### src/design/uartPkg.sv
`default_nettype none

package uartPkg;

	//////////////////////////////
	// serial frame
	//////////////////////////////

	localparam int dataBits = 8;      // payload bits per frame
	localparam int overSample = 16;   // ticks per bit
	localparam int stopTicks = 16;    // single stop bit

	//////////////////////////////
	// register map
	//////////////////////////////

	// byte offsets, sized to the bus address
	typedef enum logic [3:0]
	{
		regData = 4'h0,     // rx pop on read, tx push on write
		regStatus = 4'h4,   // read only
		regClear = 4'h8     // any write drops the overrun flag
	} regOffset_t;

	// flags of one fifo
	typedef struct packed
	{
		logic empty;
		logic full;
	} fifoStatus_t;

	// low bits of the status word
	typedef struct packed
	{
		logic rxEmpty;
		logic rxFull;
		logic txEmpty;
		logic txFull;
		logic rxOverrun;    // sticky
	} uartStatus_t;

endpackage

`default_nettype wire

### src/design/axiLitePkg.sv
`default_nettype none

package axiLitePkg;

	localparam int addrLen = 4;   // 16 bytes of register space

	typedef enum logic [1:0]
	{
		respOkay = 2'b00,
		respSlvErr = 2'b10
	} axiResp_t;

	// master to slave
	typedef struct packed
	{
		logic awValid;
		logic [addrLen-1:0] awAddr;
		logic wValid;
		logic [31:0] wData;
		logic [3:0] wStrb;
		logic bReady;
		logic arValid;
		logic [addrLen-1:0] arAddr;
		logic rReady;
	} axiLiteReq_t;

	// slave to master
	typedef struct packed
	{
		logic awReady;
		logic wReady;
		logic bValid;
		axiResp_t bResp;
		logic arReady;
		logic rValid;
		logic [31:0] rData;
		axiResp_t rResp;
	} axiLiteRsp_t;

endpackage

`default_nettype wire

### src/design/baudTickGen.sv
`timescale 1ns/100ps
`default_nettype none

// one-cycle tick every baudDivisor clocks, 16x the bit rate
module baudTickGen
#(
	parameter int baudDivisor = 4
)
(
	input logic clk,
	input logic reset,
	output logic sTick
);

	localparam int cntLen = (baudDivisor > 1) ? $clog2(baudDivisor) : 1;

	logic [cntLen-1:0] divCnt;   // clocks since last tick
	logic wrap;

	assign wrap = (divCnt == cntLen'(baudDivisor - 1));

	always_ff @(posedge clk or posedge reset)
	begin
		if (reset)
			divCnt <= '0;
		else if (wrap)
			divCnt <= '0;      // restart period
		else
			divCnt <= divCnt + 1'b1;
	end

	assign sTick = wrap;   // high for the last clock of each period

	// ticks stay apart unless the divisor is 1
	assert property (@(posedge clk) disable iff (reset)
		(baudDivisor > 1) && sTick |=> !sTick);

endmodule

`default_nettype wire

### src/design/uartRec.sv
`timescale 1ns/100ps
`default_nettype none

// oversampling receiver, 8N1, LSB first
module uartRec
(
	input logic clk,
	input logic reset,
	input logic sTick,     // 16x oversampling tick
	input logic rx,        // serial in, idles high
	output logic rxDoneTick,
	output logic [uartPkg::dataBits-1:0] dOut
);

	localparam int midTicks = uartPkg::overSample / 2;
	localparam int maxTicks = (uartPkg::stopTicks > uartPkg::overSample) ?
		uartPkg::stopTicks : uartPkg::overSample;
	localparam int cntLen = $clog2(maxTicks);
	localparam int bitLen = $clog2(uartPkg::dataBits);

	typedef enum logic [1:0] {idle, start, data, stop} state_t;

	state_t stateReg;
	logic [cntLen-1:0] sReg;                 // ticks into current bit
	logic [bitLen-1:0] nReg;                 // data bits taken so far
	logic [uartPkg::dataBits-1:0] bReg;      // incoming byte
	logic bitDone;                           // middle of the next data bit

	assign bitDone = sTick && (sReg == cntLen'(uartPkg::overSample - 1));

	//////////////////////////////
	// control
	//////////////////////////////

	always_ff @(posedge clk or posedge reset)
	begin
		if (reset)
		begin
			stateReg <= idle;
			sReg <= '0;
			nReg <= '0;
			rxDoneTick <= 1'b0;
		end
		else
		begin
			rxDoneTick <= 1'b0;   // single clock pulse
			case (stateReg)
				idle:
					if (!rx)   // start bit edge
					begin
						stateReg <= start;
						sReg <= '0;
					end
				start:
					if (sTick)
					begin
						if (sReg == cntLen'(midTicks - 1))   // middle of start bit
						begin
							stateReg <= data;
							sReg <= '0;
							nReg <= '0;
						end
						else
							sReg <= sReg + 1'b1;
					end
				data:
					if (bitDone)
					begin
						sReg <= '0;
						if (nReg == bitLen'(uartPkg::dataBits - 1))
							stateReg <= stop;   // last data bit taken
						else
							nReg <= nReg + 1'b1;
					end
					else if (sTick)
						sReg <= sReg + 1'b1;
				stop:
					if (sTick)
					begin
						if (sReg == cntLen'(uartPkg::stopTicks - 1))
						begin
							stateReg <= idle;
							rxDoneTick <= 1'b1;   // byte ready on dOut
						end
						else
							sReg <= sReg + 1'b1;
					end
				default:
					stateReg <= idle;
			endcase
		end
	end

	//////////////////////////////
	// data path
	//////////////////////////////

	// bits enter at the top and walk down, LSB first on the line
	always_ff @(posedge clk)
	begin
		if ((stateReg == data) && bitDone)
			bReg <= {rx, bReg[uartPkg::dataBits-1:1]};
	end

	assign dOut = bReg;

	// done only right after the final stop tick
	assert property (@(posedge clk) disable iff (reset)
		rxDoneTick |-> $past(sTick) && ($past(stateReg) == stop));

endmodule

`default_nettype wire

### src/design/uartXmit.sv
`timescale 1ns/100ps
`default_nettype none

// transmitter, same frame as the receiver
module uartXmit
(
	input logic clk,
	input logic reset,
	input logic sTick,
	input logic txStart,                         // tx fifo holds a byte
	input logic [uartPkg::dataBits-1:0] txData,  // fifo head
	output logic txReady,
	output logic txPop,
	output logic tx
);

	localparam int maxTicks = (uartPkg::stopTicks > uartPkg::overSample) ?
		uartPkg::stopTicks : uartPkg::overSample;
	localparam int cntLen = $clog2(maxTicks);
	localparam int bitLen = $clog2(uartPkg::dataBits);

	typedef enum logic [1:0] {idle, start, data, stop} state_t;

	state_t stateReg;
	logic [cntLen-1:0] sReg;                 // ticks into current bit
	logic [bitLen-1:0] nReg;                 // data bits sent
	logic [uartPkg::dataBits-1:0] bReg;      // outgoing byte, shifts right
	logic bitDone;                           // end of a full bit time

	assign bitDone = sTick && (sReg == cntLen'(uartPkg::overSample - 1));
	assign txReady = (stateReg == idle);
	assign txPop = txReady && txStart;   // head taken on this edge

	//////////////////////////////
	// control and line
	//////////////////////////////

	always_ff @(posedge clk or posedge reset)
	begin
		if (reset)
		begin
			stateReg <= idle;
			sReg <= '0;
			nReg <= '0;
			tx <= 1'b1;   // line idle
		end
		else
		begin
			case (stateReg)
				idle:
					if (txStart)
					begin
						stateReg <= start;
						sReg <= '0;
						tx <= 1'b0;   // start bit
					end
				start:
					if (bitDone)
					begin
						stateReg <= data;
						sReg <= '0;
						nReg <= '0;
						tx <= bReg[0];
					end
					else if (sTick)
						sReg <= sReg + 1'b1;
				data:
					if (bitDone)
					begin
						sReg <= '0;
						if (nReg == bitLen'(uartPkg::dataBits - 1))
						begin
							stateReg <= stop;
							tx <= 1'b1;   // stop bit
						end
						else
						begin
							nReg <= nReg + 1'b1;
							tx <= bReg[1];   // next bit, before the shift lands
						end
					end
					else if (sTick)
						sReg <= sReg + 1'b1;
				stop:
					if (sTick)
					begin
						if (sReg == cntLen'(uartPkg::stopTicks - 1))
							stateReg <= idle;
						else
							sReg <= sReg + 1'b1;
					end
				default:
					stateReg <= idle;
			endcase
		end
	end

	always_ff @(posedge clk)
	begin
		if (txPop)
			bReg <= txData;
		else if ((stateReg == data) && bitDone)
			bReg <= bReg >> 1;
	end

	// line high while idle, start bit right after a pop
	assert property (@(posedge clk) disable iff (reset) (stateReg == idle) |-> tx);
	assert property (@(posedge clk) disable iff (reset) txPop |=> !tx);

endmodule

`default_nettype wire

### src/design/uartFifo.sv
`timescale 1ns/100ps
`default_nettype none

// circular buffer, one extra pointer bit tells full from empty
module uartFifo
#(
	parameter int fifoDepth = 16   // power of two
)
(
	input logic clk,
	input logic reset,
	input logic push,
	input logic pop,
	input logic [uartPkg::dataBits-1:0] pushData,
	output logic [uartPkg::dataBits-1:0] headData,
	output uartPkg::fifoStatus_t status
);

	localparam int ptrLen = $clog2(fifoDepth);

	logic [uartPkg::dataBits-1:0] mem [fifoDepth];
	logic [ptrLen:0] wrPtr;   // msb is the wrap bit
	logic [ptrLen:0] rdPtr;
	logic doPush;
	logic doPop;

	assign status.empty = (wrPtr == rdPtr);
	assign status.full = (wrPtr[ptrLen] != rdPtr[ptrLen]) &&
		(wrPtr[ptrLen-1:0] == rdPtr[ptrLen-1:0]);   // one lap ahead

	assign doPush = push && !status.full;   // drop on full
	assign doPop = pop && !status.empty;

	always_ff @(posedge clk or posedge reset)
	begin
		if (reset)
		begin
			wrPtr <= '0;
			rdPtr <= '0;
		end
		else
		begin
			if (doPush)
				wrPtr <= wrPtr + 1'b1;
			if (doPop)
				rdPtr <= rdPtr + 1'b1;
		end
	end

	always_ff @(posedge clk)
	begin
		if (doPush)
			mem[wrPtr[ptrLen-1:0]] <= pushData;
	end

	assign headData = mem[rdPtr[ptrLen-1:0]];   // first-word fall-through

	// users check empty before they pop
	assert property (@(posedge clk) disable iff (reset) pop |-> !status.empty);

endmodule

`default_nettype wire

### src/design/uartAxiRegs.sv
`timescale 1ns/100ps
`default_nettype none

// AXI4-Lite slave over the rx/tx fifos
module uartAxiRegs
(
	input logic clk,
	input logic reset,
	input logic rxDone,                              // receiver done pulse
	input axiLitePkg::axiLiteReq_t busReq,
	output axiLitePkg::axiLiteRsp_t busRsp,
	input logic [uartPkg::dataBits-1:0] rxHead,
	input uartPkg::fifoStatus_t rxStat,
	input uartPkg::fifoStatus_t txStat,
	output logic rxPop,
	output logic txPush,
	output logic [uartPkg::dataBits-1:0] txPushData
);

	logic wrReady;                  // awReady and wReady together
	logic rdReady;
	logic bValid;
	logic rValid;
	logic wrXfer;                   // address and data taken this edge
	logic rdXfer;
	logic clearHit;
	logic rxOverrun;                // byte lost on a full rx fifo
	axiLitePkg::axiResp_t wrResp;   // decoded, captured on transfer
	axiLitePkg::axiResp_t rdResp;
	axiLitePkg::axiResp_t bResp;
	axiLitePkg::axiResp_t rResp;
	logic [31:0] rdWord;
	logic [31:0] rData;
	uartPkg::uartStatus_t status;

	assign wrXfer = wrReady && busReq.awValid && busReq.wValid;
	assign rdXfer = rdReady && busReq.arValid;

	assign status.rxEmpty = rxStat.empty;
	assign status.rxFull = rxStat.full;
	assign status.txEmpty = txStat.empty;
	assign status.txFull = txStat.full;
	assign status.rxOverrun = rxOverrun;

	//////////////////////////////
	// address decode
	//////////////////////////////

	always_comb
	begin
		txPush = 1'b0;
		clearHit = 1'b0;
		wrResp = axiLitePkg::respSlvErr;
		case (busReq.awAddr)
			uartPkg::regData:
			begin
				txPush = wrXfer && !txStat.full;
				if (!txStat.full)
					wrResp = axiLitePkg::respOkay;
			end
			uartPkg::regClear:
			begin
				clearHit = wrXfer;
				wrResp = axiLitePkg::respOkay;
			end
			default:
				wrResp = axiLitePkg::respSlvErr;   // status is read only
		endcase
	end

	assign txPushData = busReq.wData[uartPkg::dataBits-1:0];

	always_comb
	begin
		rxPop = 1'b0;
		rdWord = '0;
		rdResp = axiLitePkg::respSlvErr;
		case (busReq.arAddr)
			uartPkg::regData:
				if (!rxStat.empty)
				begin
					rxPop = rdXfer;
					rdWord = 32'(rxHead);
					rdResp = axiLitePkg::respOkay;
				end
			uartPkg::regStatus:
			begin
				rdWord = 32'(status);
				rdResp = axiLitePkg::respOkay;
			end
			default:
				rdWord = '0;
		endcase
	end

	//////////////////////////////
	// handshake and flags
	//////////////////////////////

	always_ff @(posedge clk or posedge reset)
	begin
		if (reset)
		begin
			wrReady <= 1'b0;
			rdReady <= 1'b0;
			bValid <= 1'b0;
			rValid <= 1'b0;
			rxOverrun <= 1'b0;
		end
		else
		begin
			// one-cycle ready, held off while a response waits
			wrReady <= busReq.awValid && busReq.wValid && !wrReady && !bValid;
			rdReady <= busReq.arValid && !rdReady && !rValid;
			if (wrXfer)
				bValid <= 1'b1;
			else if (busReq.bReady)
				bValid <= 1'b0;
			if (rdXfer)
				rValid <= 1'b1;
			else if (busReq.rReady)
				rValid <= 1'b0;
			if (rxDone && rxStat.full)
				rxOverrun <= 1'b1;   // a new loss beats a clear
			else if (clearHit)
				rxOverrun <= 1'b0;
		end
	end

	always_ff @(posedge clk)
	begin
		if (wrXfer)
			bResp <= wrResp;
		if (rdXfer)
		begin
			rResp <= rdResp;
			rData <= rdWord;   // head before the pop lands
		end
	end

	assign busRsp.awReady = wrReady;
	assign busRsp.wReady = wrReady;
	assign busRsp.bValid = bValid;
	assign busRsp.bResp = bResp;
	assign busRsp.arReady = rdReady;
	assign busRsp.rValid = rValid;
	assign busRsp.rData = rData;
	assign busRsp.rResp = rResp;

	// responses hold under back-pressure
	assert property (@(posedge clk) disable iff (reset)
		bValid && !busReq.bReady |=> bValid && $stable(bResp));
	assert property (@(posedge clk) disable iff (reset)
		rValid && !busReq.rReady |=> rValid && $stable(rData) && $stable(rResp));

endmodule

`default_nettype wire

### src/design/uartTop.sv
`timescale 1ns/100ps
`default_nettype none

module uartTop
#(
	parameter int baudDivisor = 4,   // clk cycles per oversampling tick
	parameter int fifoDepth = 16
)
(
	input logic clk,
	input logic reset,
	input axiLitePkg::axiLiteReq_t busReq,
	output axiLitePkg::axiLiteRsp_t busRsp,
	input logic rx,
	output logic tx
);

	logic sTick;
	logic rxDoneTick;
	logic [uartPkg::dataBits-1:0] rxByte;       // receiver to rx fifo
	logic [uartPkg::dataBits-1:0] rxHead;
	logic [uartPkg::dataBits-1:0] txHead;
	logic [uartPkg::dataBits-1:0] txPushData;
	uartPkg::fifoStatus_t rxStat;
	uartPkg::fifoStatus_t txStat;
	logic rxPop;
	logic txPush;
	logic txPop;
	logic txStart;

	assign txStart = !txStat.empty;   // any queued byte starts a frame

	baudTickGen #(.baudDivisor(baudDivisor)) i_tickGen
		(.clk(clk), .reset(reset), .sTick(sTick));

	uartRec i_rec
		(.clk(clk), .reset(reset), .sTick(sTick), .rx(rx),
		.rxDoneTick(rxDoneTick), .dOut(rxByte));

	uartFifo #(.fifoDepth(fifoDepth)) i_rxFifo
		(.clk(clk), .reset(reset), .push(rxDoneTick), .pop(rxPop),
		.pushData(rxByte), .headData(rxHead), .status(rxStat));

	uartFifo #(.fifoDepth(fifoDepth)) i_txFifo
		(.clk(clk), .reset(reset), .push(txPush), .pop(txPop),
		.pushData(txPushData), .headData(txHead), .status(txStat));

	uartXmit i_xmit
		(.clk(clk), .reset(reset), .sTick(sTick), .txStart(txStart), .txData(txHead),
		.txReady(), .txPop(txPop), .tx(tx));

	uartAxiRegs i_regs
		(.clk(clk), .reset(reset), .rxDone(rxDoneTick), .busReq(busReq), .busRsp(busRsp),
		.rxHead(rxHead), .rxStat(rxStat), .txStat(txStat), .rxPop(rxPop),
		.txPush(txPush), .txPushData(txPushData));

endmodule

`default_nettype wire

### config.mk
export PLATFORM = sky130hd
export DESIGN_NAME = uartTop
export DESIGN_NICKNAME = d
export VERILOG_FILES = /design/src/design/uartPkg.sv /design/src/design/axiLitePkg.sv /design/src/design/baudTickGen.sv /design/src/design/uartRec.sv /design/src/design/uartXmit.sv /design/src/design/uartFifo.sv /design/src/design/uartAxiRegs.sv /design/src/design/uartTop.sv
export SDC_FILE = /design/constraint.sdc
export NUM_CORES = 1
export LEC_CHECK = 0
export ABC_AREA = 1
export CAP_MARGIN = 20
export CORE_MARGIN = 2
export CORE_UTILIZATION = 69
export CTS_CLUSTER_SIZE = 16
export DETAILED_ROUTE_END_ITERATION = 12
export DONT_BUFFER_PORTS = 1
export MAX_ROUTING_LAYER = met4
export PLACE_DENSITY_LB_ADDON = 0.12
export SLEW_MARGIN = 40
export SYNTH_ARGS = -nofsm -noshare
export SYNTH_HDL_FRONTEND = slang
export SYNTH_SLANG_ARGS = --single-unit
### constraint.sdc
create_clock -name clk -period 3.8 [get_ports clk]
set_input_delay 0.38 -clock clk [delete_from_list [all_inputs] [get_ports clk]]
set_output_delay 0.38 -clock clk [all_outputs]
set_load 0.02 [all_outputs]
==> results.json <==
{
  "synth-seq-area-share": 0.643,
  "vias": 10200,
  "syn_area_um2": 15000,
  "firstDrtPassIters": 8,
  "finalSetupViolations": 0,
  "route.detailed.drc": 0,
  "worst_pin_slew_ps": 825,
  "maxCapViolations": 0,
  "cts_tree": "yes",
  "cts_resized": 0,
  "path_cells": "nand3_1 > nor3_1 > nand2_2 > inv_4 > nand2_1 > nor2_1",
  "grt_pass1_vias": 9841,
  "vdd_drop_max_mv": 0.458,
  "cts.path.max_buffers": 3,
  "io_buffers": 0,
  "slew_viol_final": 0,
  "ys_types": 39,
  "layout-drive-gt1-share": 0.0576,
  "initial_utilization": 0.710,
  "syn_area_per_cell_um2": 9.99,
  "multiInputGateArea_um2": 4250,
  "cp.arrival_ps": 2860,
  "critPathRequiredTime_ps": 3940,
  "tns_ps": 0,
  "die_w_um": 151,
  "drtIter0Drc": 865,
  "path_class": "reg -> reg",
  "nets": 1583,
  "die_h_um": 151,
  "hold_class": "in -> reg",
  "rows": 53,
  "layout_commonest_cell": "nand2_1",
  "final_util": 0.771,
  "period_minus_slack_ps": 2720,
  "clk_latency_ps": 520,
  "setup.worst_path.end_class": "flop",
  "fillers": 1349,
  "grt_overflow": 0,
  "postRouteWirelength_mm": 31.9,
  "regArea_um2": 9650,
  "grt_max_degree": 71,
  "clkTransAtPathRegs_ps": 60,
  "crit_family": "simple AND/OR/NAND/NOR gates",
  "p_leak_nw": 6.90,
  "status": "complete, no violations",
  "routedWlPerCell_um": 17.7,
  "hold_viol": 0,
  "path_max_fanout": 9,
  "grt_antenna_before_repair": 0,
  "track_usage": 0.293,
  "num_io_pins": 94,
  "diodes": 0,
  "h-tree-depth": 2,
  "via_per_inst": 5.63,
  "place_congestion": 0.957,
  "grt_pass1_wl_mm": 49.8,
  "numCtsBuffers": 35,
  "crit_buf_inv": 1,
  "cpPeakStageDelay_ps": 610,
  "rsz0062_at_grt": "false",
  "synth-warning-count": 0,
  "fin_crit_sh": 0.716,
  "skew_ps": 13.3,
  "antenna_left": 0,
  "critPathSlowestCell": "nor2_1",
  "hpwl_mm": 19.3,
  "relSlewSlack": 0.448,
  "final_cell_mix": "nand2_1, edfxtp_1, inv_1",
  "core_area_um2": 21200,
  "ys_ff_latch": 329,
  "startpoint_type": "flop",
  "synthCells": 1502,
  "syn_to_final_growth_pct": 8.61,
  "post-cts-setup-buffers": 0,
  "fp.dieArea_um2": 22900,
  "ctsRootBufferMaster": "clkbuf_16",
  "cts_sinks": 329,
  "max_freq_ghz": 0.368,
  "p_per_area_nw_per_um2": 474
}
[worst register-to-register path: stages (launching register included)]
cell and delay, ps:
dfrtp_1 590, nand3_1 190, nor3_1 420, nand2_2 180, inv_4 140, nand2_1 220
nor2_1 610
[what timing repair did]
action | 4_1_cts | 5_1_grt
setup endpoints to repair | 0 | 0
hold endpoints to repair | 179 | 0
hold buffers | 15 | 0
[state kept, by name, summed over array words and instances, names as in the netlist, 3 cells and up]
register	flops
i_rxFifo.mem	128
i_txFifo.mem	128
i_rec.dOut	8
i_regs.rData	8
i_xmit.bReg	8
i_rxFifo.rdPtr	5
i_rxFifo.wrPtr	5
i_txFifo.rdPtr	5
i_txFifo.wrPtr	5
i_rec.sReg	4
i_xmit.sReg	4
i_rec.nReg	3
i_xmit.nReg	3
[power by group]
part | internal (mW) | switching [mW] | total, mW
clock | 1.99 | 1.35 | 3.34
sequential | 3.94 | 0.0560 | 4.00
combinational | 0.120 | 0.266 | 0.386
[cell usage after synthesis (all sizes together)]
master   instances  share of area
nand2          510           0.13
edfxtp         282           0.56
inv            190          0.048
nand3          144          0.049
nor2            96          0.025
buf             63          0.028
o21ai           48          0.017
dfrtp           46          0.077
ha              27          0.023
clkbuf          20         0.0050
a21oi           13         0.0043
nand4           12         0.0054
o211ai          11         0.0055
xnor2           11         0.0064
xor2            10         0.0058
nand3b           4         0.0023
nor3             3         0.0010
o21bai           3         0.0015
clkinv           2        0.00050
a211oi           1        0.00050
conb             1        0.00025
dfstp            1         0.0018
nand2b           1        0.00042
o2bb2ai          1        0.00058
o41ai            1        0.00058
or2              1        0.00042
[area by class of cell]
class | count | share of cell area
Multi-Input combinational cell | 923 | 0.261
Clock inverter | 21 | 0.0107
Timing Repair Buffer | 23 | 0.0129
Clock buffer | 41 | 0.0583
Inverter | 192 | 0.0445
Sequential cell | 329 | 0.592
Tap cell | 275 | 0.0211
[logic make-up (layout without fill, tap and decap cells)]
kind of cell | after synthesis | after routing | synth area share
xor+xnor | 21 | 21 | 0.0123
simple gates | 771 | 771 | 0.212
compound gates | 78 | 78 | 0.0295
other cells | 1 | 26 | 0.000250
fa+ha+maj | 27 | 27 | 0.0225
flops | 329 | 329 | 0.643
buf+inv | 275 | 277 | 0.0809
[metrics by stage]
step           setup slack, ps  hold slack, ps  power, mW  cell area [um^2]  cells
2_1_floorplan             1830             403       4.37             15100   1527
3_3_place_gp              1110             415       4.39             15000   1727
3_5_place_dp              1080             361       4.41             15000   1727
4_1_cts                   1040            7.70       7.74             16300   1804
5_1_grt                    905            19.2       7.94             16300   1804
6_report                  1080            11.9       7.72             16300   1804
[final timing paths]
check	startpoint	end	slack, ps	cells after the start
setup / recovery	i_regs.wrReady$_DFF_PP0_	i_txFifo.mem[10][6]$_DFFE_PP_	1080	6
hold / removal	busReq[5]	i_regs.rValid$_DFFE_PP0P_	10	2
setup reg to reg	i_regs.wrReady$_DFF_PP0_	i_txFifo.mem[10][6]$_DFFE_PP_	1080	6
hold reg to reg	i_tickGen.divCnt[0]$_DFF_PP0_	i_tickGen.divCnt[0]$_DFF_PP0_	430	1
max in group asynchronous	reset	i_rxFifo.rdPtr[0]$_DFFE_PP0P_	2950	2
min in group asynchronous	reset	i_rec.stateReg[0]$_DFFE_PP0P_	420	2
[layer usage]
layer	vias up	share of wire	GRT usage
met2	505	0.50	0.494
met4	0	0.037	0.119
met5	-	0	-
met1	4713	0.39	0.364
met3	100	0.072	0.0401
li1	4833	-	-
Power figures use the tool's default switching activity.
